--- config.mk ---
export PLATFORM = sky130hd
export DESIGN_NAME = mips_cpu_bus
export DESIGN_NICKNAME = d
export VERILOG_FILES = /design/src/mips_pkg.sv /design/src/mips_alu.sv /design/src/mips_control.sv /design/src/mips_cpu_bus.sv /design/src/mips_reg_file.sv
export VERILOG_INCLUDE_DIRS = /design/src
export SDC_FILE = /design/constraint.sdc
export NUM_CORES = 2
export LEC_CHECK = 0
export CORE_ASPECT_RATIO = 1.75
export CORE_MARGIN = 3
export CORE_UTILIZATION = 45
export DETAILED_ROUTE_END_ITERATION = 10
export DONT_BUFFER_PORTS = 1
export PLACE_DENSITY = 0.69
export SLEW_MARGIN = 20
export SYNTH_ARGS = -nofsm -noshare
export SYNTH_HDL_FRONTEND = slang
export SYNTH_SLANG_ARGS = --single-unit
--- constraint.sdc ---
create_clock -name clk -period 8.04 [get_ports clk]
set_clock_uncertainty 0.05 [all_clocks]
set_input_delay 1.206 -clock clk [delete_from_list [all_inputs] [get_ports clk]]
set_output_delay 1.206 -clock clk [all_outputs]
set_load 0.05 [all_outputs]
--- src/mips_defs.svh ---
// MIPS core constants
// boot vector, halt address and fixed register indices shared by
// the control unit and the register file

`ifndef MIPS_DEFS_SVH
`define MIPS_DEFS_SVH

// pc value loaded on reset
`define MIPS_RESET_VECTOR 32'hBFC0_0000

// jumping here stops the core
`define MIPS_HALT_ADDR 32'h0000_0000

// v0, exported for observation
`define MIPS_REG_V0 5'd2

// ra, link register written by JAL
`define MIPS_REG_RA 5'd31

// all byte lanes on every transfer
`define MIPS_BYTE_ENABLE_ALL 4'b1111

`endif

--- src/mips_pkg.sv ---
// MIPS core types
// opcode, funct, FSM state and ALU operation encodings, plus the
// instruction word layouts and the register write bundle

`default_nettype none

package mips_pkg;

    typedef enum logic [5:0] {
        OPCODE_RTYPE = 6'b00_0000,
        OPCODE_J     = 6'b00_0010,
        OPCODE_JAL   = 6'b00_0011,
        OPCODE_ADDIU = 6'b00_1001,
        OPCODE_LW    = 6'b10_0011,
        OPCODE_SW    = 6'b10_1011
    } opcode_t;

    typedef enum logic [5:0] {
        FUNCT_JR   = 6'b00_1000,
        FUNCT_ADDU = 6'b10_0001
    } funct_t;

    typedef enum logic [1:0] {
        STATE_FETCH     = 2'd0,
        STATE_EXECUTE   = 2'd1,
        STATE_MEMORY    = 2'd2,
        STATE_WRITEBACK = 2'd3
    } state_t;

    typedef enum logic {
        ALU_ADD    = 1'b0,
        ALU_PASS_A = 1'b1
    } alu_op_t;

    // R-type view of the word
    typedef struct packed {
        opcode_t    opcode;
        logic [4:0] rs;
        logic [4:0] rt;
        logic [4:0] rd;
        logic [4:0] shamt;
        funct_t     funct;
    } instr_t;

    // I-type view
    typedef struct packed {
        opcode_t     opcode;
        logic [4:0]  rs;
        logic [4:0]  rt;
        logic [15:0] imm;
    } itype_t;

    // J-type view
    typedef struct packed {
        opcode_t     opcode;
        logic [25:0] target;
    } jtype_t;

    typedef union packed {
        instr_t r;
        itype_t i;
        jtype_t j;
    } instr_u;

    typedef struct packed {
        logic        en;
        logic [4:0]  addr;
        logic [31:0] data;
    } reg_write_t;

endpackage

`default_nettype wire

--- src/mips_alu.sv ---
// MIPS ALU
// decodes opcode and funct into an operation, picks the second
// operand and produces the result combinationally

`timescale 1ns/10ps
`default_nettype none

module mips_alu (
    input  mips_pkg::instr_t instr,
    input  logic [31:0]      rs_val,
    input  logic [31:0]      rt_val,
    output logic [31:0]      alu_result
);

    mips_pkg::instr_u  view;
    mips_pkg::alu_op_t op;
    logic [31:0]       operand_b;

    // same word, seen through the I-type layout for the immediate
    assign view = mips_pkg::instr_u'(instr);

    // JR forwards rs, everything else adds
    always_comb begin
        if (instr.opcode == mips_pkg::OPCODE_RTYPE && instr.funct == mips_pkg::FUNCT_JR) begin
            op = mips_pkg::ALU_PASS_A;
        end else begin
            op = mips_pkg::ALU_ADD;
        end
    end

    // register operand for R-type, zero-extended immediate otherwise
    always_comb begin
        if (instr.opcode == mips_pkg::OPCODE_RTYPE) begin
            operand_b = rt_val;
        end else begin
            operand_b = {16'b0, view.i.imm};
        end
    end

    always_comb begin
        case (op)
            mips_pkg::ALU_PASS_A: begin
                alu_result = rs_val;
            end
            default: begin
                // wraps, no overflow trap
                alu_result = rs_val + operand_b;
            end
        endcase
    end

endmodule

`default_nettype wire

--- src/mips_control.sv ---
// MIPS control unit
// four-state FSM with pc and ir, instruction decode, register
// write selection and the Avalon master signals

`timescale 1ns/10ps
`default_nettype none
`include "mips_defs.svh"

module mips_control (
    input  logic                 clk,
    input  logic                 reset,
    output logic [31:0]          address,
    output logic                 read,
    output logic                 write,
    output logic [31:0]          writedata,
    output logic [3:0]           byteenable,
    input  logic                 waitrequest,
    input  logic [31:0]          readdata,
    output logic                 active,
    output mips_pkg::instr_t     instr,
    output logic [4:0]           rs_idx,
    output logic [4:0]           rt_idx,
    input  logic [31:0]          rs_val,
    input  logic [31:0]          rt_val,
    input  logic [31:0]          alu_result,
    output mips_pkg::reg_write_t reg_wr
);

    mips_pkg::state_t  state;
    logic [31:0]       pc;
    mips_pkg::instr_u  ir;
    logic [31:0]       load_data;

    mips_pkg::opcode_t opcode;
    logic [31:0]       pc_plus4;
    logic [31:0]       jump_target;
    logic              is_jump;
    logic              is_jr;
    logic              is_load;
    logic              is_mem_op;
    logic              exec_writes;

    assign opcode   = ir.r.opcode;
    assign pc_plus4 = pc + 32'd4;

    // pseudo-direct target keeps the top nibble of the next pc
    assign jump_target = {pc_plus4[31:28], ir.j.target, 2'b00};

    assign is_jump   = (opcode == mips_pkg::OPCODE_J) || (opcode == mips_pkg::OPCODE_JAL);
    assign is_jr     = (opcode == mips_pkg::OPCODE_RTYPE) && (ir.r.funct == mips_pkg::FUNCT_JR);
    assign is_load   = (opcode == mips_pkg::OPCODE_LW);
    assign is_mem_op = is_load || (opcode == mips_pkg::OPCODE_SW);

    assign instr  = ir.r;
    assign rs_idx = ir.r.rs;
    assign rt_idx = ir.r.rt;

    // instructions that retire a register write in EXECUTE
    always_comb begin
        case (opcode)
            mips_pkg::OPCODE_RTYPE: begin
                exec_writes = (ir.r.funct == mips_pkg::FUNCT_ADDU);
            end
            mips_pkg::OPCODE_ADDIU, mips_pkg::OPCODE_JAL: begin
                exec_writes = 1'b1;
            end
            default: begin
                // unknown opcodes fall through as no-ops
                exec_writes = 1'b0;
            end
        endcase
    end

    // destination and data for the register file
    always_comb begin
        reg_wr.en = ((state == mips_pkg::STATE_EXECUTE) && exec_writes)
                 || (state == mips_pkg::STATE_WRITEBACK);

        case (opcode)
            mips_pkg::OPCODE_RTYPE: begin
                reg_wr.addr = ir.r.rd;
            end
            mips_pkg::OPCODE_JAL: begin
                reg_wr.addr = `MIPS_REG_RA;
            end
            default: begin
                reg_wr.addr = ir.r.rt;
            end
        endcase

        if (state == mips_pkg::STATE_WRITEBACK) begin
            reg_wr.data = load_data;
        end else if (opcode == mips_pkg::OPCODE_JAL) begin
            // link to the instruction right after the JAL
            reg_wr.data = pc_plus4;
        end else begin
            reg_wr.data = alu_result;
        end
    end

    // bus master outputs hold steady while waitrequest is high
    assign active     = (pc != `MIPS_HALT_ADDR);
    assign address    = (state == mips_pkg::STATE_MEMORY) ? alu_result : pc;
    // no requests while reset is high
    assign read       = active && !reset && ((state == mips_pkg::STATE_FETCH)
                     || ((state == mips_pkg::STATE_MEMORY) && is_load));
    assign write      = active && !reset && (state == mips_pkg::STATE_MEMORY)
                     && (opcode == mips_pkg::OPCODE_SW);
    assign writedata  = rt_val;
    assign byteenable = `MIPS_BYTE_ENABLE_ALL;

    always_ff @(posedge clk) begin
        if (reset) begin
            pc    <= `MIPS_RESET_VECTOR;
            state <= mips_pkg::STATE_FETCH;
        end else if (active) begin
            case (state)
                mips_pkg::STATE_FETCH: begin
                    if (!waitrequest) begin
                        state <= mips_pkg::STATE_EXECUTE;
                    end
                end
                mips_pkg::STATE_EXECUTE: begin
                    if (is_jump) begin
                        pc <= jump_target;
                    end else if (is_jr) begin
                        pc <= rs_val;
                    end else begin
                        pc <= pc_plus4;
                    end
                    if (is_mem_op) begin
                        state <= mips_pkg::STATE_MEMORY;
                    end else begin
                        state <= mips_pkg::STATE_FETCH;
                    end
                end
                mips_pkg::STATE_MEMORY: begin
                    if (!waitrequest) begin
                        if (is_load) begin
                            state <= mips_pkg::STATE_WRITEBACK;
                        end else begin
                            state <= mips_pkg::STATE_FETCH;
                        end
                    end
                end
                default: begin
                    // writeback is a single cycle
                    state <= mips_pkg::STATE_FETCH;
                end
            endcase
        end
    end

    // readdata is captured in the cycle the transfer completes
    always_ff @(posedge clk) begin
        if (read && !waitrequest) begin
            if (state == mips_pkg::STATE_FETCH) begin
                ir <= mips_pkg::instr_u'(readdata);
            end else begin
                load_data <= readdata;
            end
        end
    end

endmodule

`default_nettype wire

--- src/mips_cpu_bus.sv ---
// MIPS CPU with Avalon master
// connects the control unit, register file and ALU to the
// memory-mapped bus and the status outputs

`timescale 1ns/10ps
`default_nettype none

module mips_cpu_bus (
    input  logic        clk,
    input  logic        reset,
    output logic        active,
    output logic [31:0] register_v0,
    output logic [31:0] address,
    output logic        read,
    output logic        write,
    output logic [31:0] writedata,
    output logic [3:0]  byteenable,
    input  logic        waitrequest,
    input  logic [31:0] readdata
);

    mips_pkg::instr_t     instr;
    mips_pkg::reg_write_t reg_wr;
    logic [4:0]           rs_idx;
    logic [4:0]           rt_idx;
    logic [31:0]          rs_val;
    logic [31:0]          rt_val;
    logic [31:0]          alu_result;

    mips_control i_control (
        .clk         (clk),
        .reset       (reset),
        .address     (address),
        .read        (read),
        .write       (write),
        .writedata   (writedata),
        .byteenable  (byteenable),
        .waitrequest (waitrequest),
        .readdata    (readdata),
        .active      (active),
        .instr       (instr),
        .rs_idx      (rs_idx),
        .rt_idx      (rt_idx),
        .rs_val      (rs_val),
        .rt_val      (rt_val),
        .alu_result  (alu_result),
        .reg_wr      (reg_wr)
    );

    mips_reg_file i_reg_file (
        .clk         (clk),
        .reset       (reset),
        .rs_idx      (rs_idx),
        .rt_idx      (rt_idx),
        .reg_wr      (reg_wr),
        .rs_val      (rs_val),
        .rt_val      (rt_val),
        .register_v0 (register_v0)
    );

    mips_alu i_alu (
        .instr      (instr),
        .rs_val     (rs_val),
        .rt_val     (rt_val),
        .alu_result (alu_result)
    );

endmodule

`default_nettype wire

--- src/mips_reg_file.sv ---
// MIPS register file
// 32 x 32 bits, two combinational read ports and one write port,
// register 0 reads as zero and v0 is exported

`timescale 1ns/10ps
`default_nettype none
`include "mips_defs.svh"

module mips_reg_file (
    input  logic                 clk,
    input  logic                 reset,
    input  logic [4:0]           rs_idx,
    input  logic [4:0]           rt_idx,
    input  mips_pkg::reg_write_t reg_wr,
    output logic [31:0]          rs_val,
    output logic [31:0]          rt_val,
    output logic [31:0]          register_v0
);

    logic [31:0] regs [32];

    always_ff @(posedge clk) begin
        if (reset) begin
            for (int i = 0; i < 32; i++) begin
                regs[i] <= '0;
            end
        end else if (reg_wr.en && reg_wr.addr != 5'd0) begin
            // $zero never changes
            regs[reg_wr.addr] <= reg_wr.data;
        end
    end

    assign rs_val = regs[rs_idx];
    assign rt_val = regs[rt_idx];

    assign register_v0 = regs[`MIPS_REG_V0];

endmodule

`default_nettype wire

==> results.toml <==
[status]
outcome = "finished, final reports clean"

[clock_network]
cts_max_level = 3
cts_buffer_depth = 3
root_buffer = "clkbuf_16"
cts_made_buffers = 102
cts_tree = "built"
clk_pin_slew_worst_paths_ps = 70
insertion_delay_ps = 750
cts_hold_buffers = 0
clock_sinks = 1132

[pwr]
ir_worst_vdd_mv = 0.169
swShare_pct = 30.9
pwr-share-comb_pct = 21.1
p_total_mw = 14.8
power.density_nw_per_um2 = 225
seq_power_share_pct = 46.2
p_leak_nw = 22.7
p_int_mw = 10.3
power_frac_clock_pct = 32.8
power.switching_mw = 4.59

[placement]
dp_hpwl_um = 145000
place_area_um2 = 62700
pre_cts_slack_ps = 717
dp.cells = 5823
io_buffers = 0
gp_congestion = 1.01

[synthesis]
ys_top_cells_by_area = "edfxtp_1 (54%), mux4_2 (24%), nor2_1 (6.5%)"
synth_top_area_share_pct = 54.5
async_reset_ff_share_pct = 0
yosys_warnings = 0
synth.avg_cell_area_um2 = 14.0
synth_cell_types = 69
syn_area_um2 = 60000
synth-seq-area-share_pct = 56.0
synth.most_common_cell = "edfxtp_1"
yosys_register_bits = 1132
synth_edf_count = 1088
ys.flop_type = "edfxtp_1"
synth_cells = 4286
synth_commonest_cells = "edfxtp_1 (1088), nor2_1 (1034), mux4_2 (630)"
yosys.area.top_type = "edfxtp_1"

[global_routing]
grt_pass1_vias = 42500
grt_antenna_before_repair = 8
overflow = 0
track_usage_pct = 32.8
grt_pass1_wl_um = 314000
grt_start_max_net_pins = 101

[floorplan]
io_pins = 138
fp.dieH_um = 489
dieArea_um2 = 138000
rows = 176
core-area_um2 = 132000
initial_utilization_pct = 45.5
die_x_um = 282

[critical_path]
required_ps = 6780
worstPathMaxFanout = 26
path_class = "flop to primary output"
cp_data_arrival_time_ps = 6580
rr_worst_depth = 17
worst_r2r_endpoint = "i_reg_file.regs[3][24]"
reg2reg_slack_ps = 1080
crit_path_start_kind = "flop"
worstSetupEndpointType = "primary output"

[route]
routed_wirelength_um = 224000
firstDrtPassIters = 8
drc = 0
drt_iter0_drc = 6004
via_per_inst = 6.89
drt-wirelength-per-cell_um = 37.3
vias = 41500
final_antenna_net_count = 0

[hold_path]
holdCritStartpoint = "i_control.instr[25]"
min_path_type = "flop to flop"
whs_path_depth = 2

[sta]
setup_ws_ps = 202
hold_viol = 0
finalSetupViolations = 0
rsz0062_at_grt = "no"
fin_crit_ps = 7840
worst_slew_pin_slew_ps = 1140
period_share_pct = 97.5
max_freq_mhz = 128
fin_tns_setup_ps = 0
drv_slew = 0
slew_headroom_pct = 24.1

[cells_and_area]
area_growth_pct = 10.1
fill_cells = 10900
multi_input_area_um2 = 24900
drive_gt1_share_pct = 27.3
final_cells = 6012
seq_area_um2 = 33600
finalNetCount = 4306
final_area_um2 = 66000

[job]
maxCapViolCount = 0
[power by group through the flow]
stage | sequential [mW] | combinational (mW) | clock (mW)
detailed placement | 6.98 | 3.04 | 0
global route | 6.87 | 3.20 | 5.10
global placement | 6.96 | 3.02 | 0
finish | 6.85 | 3.13 | 4.87
CTS | 6.85 | 3.05 | 4.88
floorplan | 6.87 | 1.95 | 0
[cells in the final DEF (no fill, tap or decap), types with 11 or more instances in the layout]
cell type	Yosys	routed
a211oi_1	21	20
a21o_1	24	24
a21oi_1	102	93
a221oi_1	12	12
a311oi_1	13	12
a31oi_1	12	11
and2_1	23	22
buf_12	0	22
buf_4	10	213
clkbuf_1	242	29
clkbuf_16	0	103
clkinv_1	0	17
clkinv_2	0	18
conb_1	2	36
dfxtp_1	44	35
edfxtp_1	1088	1088
ha_1	33	33
inv_1	30	30
mux2_2	41	41
mux2i_1	19	18
mux4_2	630	630
nand2_1	288	269
nand2_2	0	19
nand2b_1	43	11
nand2b_2	0	29
nand3_1	30	30
nand4_1	20	20
nor2_1	1034	1032
nor2_2	30	32
nor3_1	48	47
o21a_1	12	12
o21ai_0	77	53
o21ai_1	1	21
or3_1	11	11
xnor2_1	19	19
xor2_1	23	23
[metal layers]
metal / wire, µm / share of wire [%] / track usage (%) / vias up
met5: 27 / 0.012 / 0 / -
met4: 25100 / 11 / 29.4 / 4
met3: 28400 / 13 / 8.69 / 923
met2: 105000 / 47 / 51.9 / 3367
met1: 66000 / 29 / 36.1 / 20900
li1: - / - / - / 16200
[worst max-delay path by stage]
stage          startpoint          end  slack, ps  depth (start not counted)
2_1_floorplan        flop  address[28]        440                         18
3_3_place_gp         flop  address[30]        560                         14
3_5_place_dp         flop  address[31]        720                         18
4_1_cts              flop  address[29]         70                         19
5_1_grt              flop  address[31]         10                         18
6_report             flop  address[31]        200                         18
[layout make-up]
| cell class | count | area share, % |
|---|---|---|
| clock inverter | 53 | 0.777 |
| timing repair buffer | 235 | 3.09 |
| antenna | 3 | 0.0114 |
| inverter | 31 | 0.176 |
| multi-input combinational | 2735 | 37.8 |
| clock buffer | 132 | 4.07 |
| tap | 1691 | 3.21 |
| sequential | 1132 | 50.9 |
[state kept, by name (all words and copies together), names as in the netlist, named ones only]
register / cells
i_control.instr: 32
i_control.load_data: 32
i_control.pc: 32
i_control.state: 2
i_reg_file.regs: 1024
[kinds of logic after synthesis]
logic type / synth area share [%]
AOI/OAI and AO/OA: 3.87
xor gates and xnor gates: 0.613
other: 0.0125
adders and majority gates: 0.722
and+or+nand+nor: 10.8
buffers and inverters: 3.29
DFF: 56.0
muxes: 24.7
[per-stage QoR]
stage | utilization [%] | hold slack (ps)
after floorplan | - | 387
after global placement | 47.6 | 422
after detailed placement | 47.6 | 434
after CTS | 50.0 | 451
after global routing | 50.0 | 464
final | 50.0 | 447
[worst max-delay path, cell delays in order (launching register included)]
cell      delay (ps)
dfxtp_4          390
buf_12           190
buf_12           230
buf_12           260
mux4_2           570
mux4_2           540
mux2_2           460
and2_1           230
ha_1             460
a21o_1           270
nor2b_1          140
o32ai_1          540
o21ai_0          210
o21ai_1          240
nor3_1            90
a211oi_1         420
nand2_1          130
o21ai_1          160
buf_4            220
[repair_timing]
action | CTS | global route
resized for setup | 1 | 4
setup buffers | 0 | 1
gates cloned | 0 | 0
setup endpoints to repair | 1 | 3
Note: power is estimated with default switching activity, not from simulation.
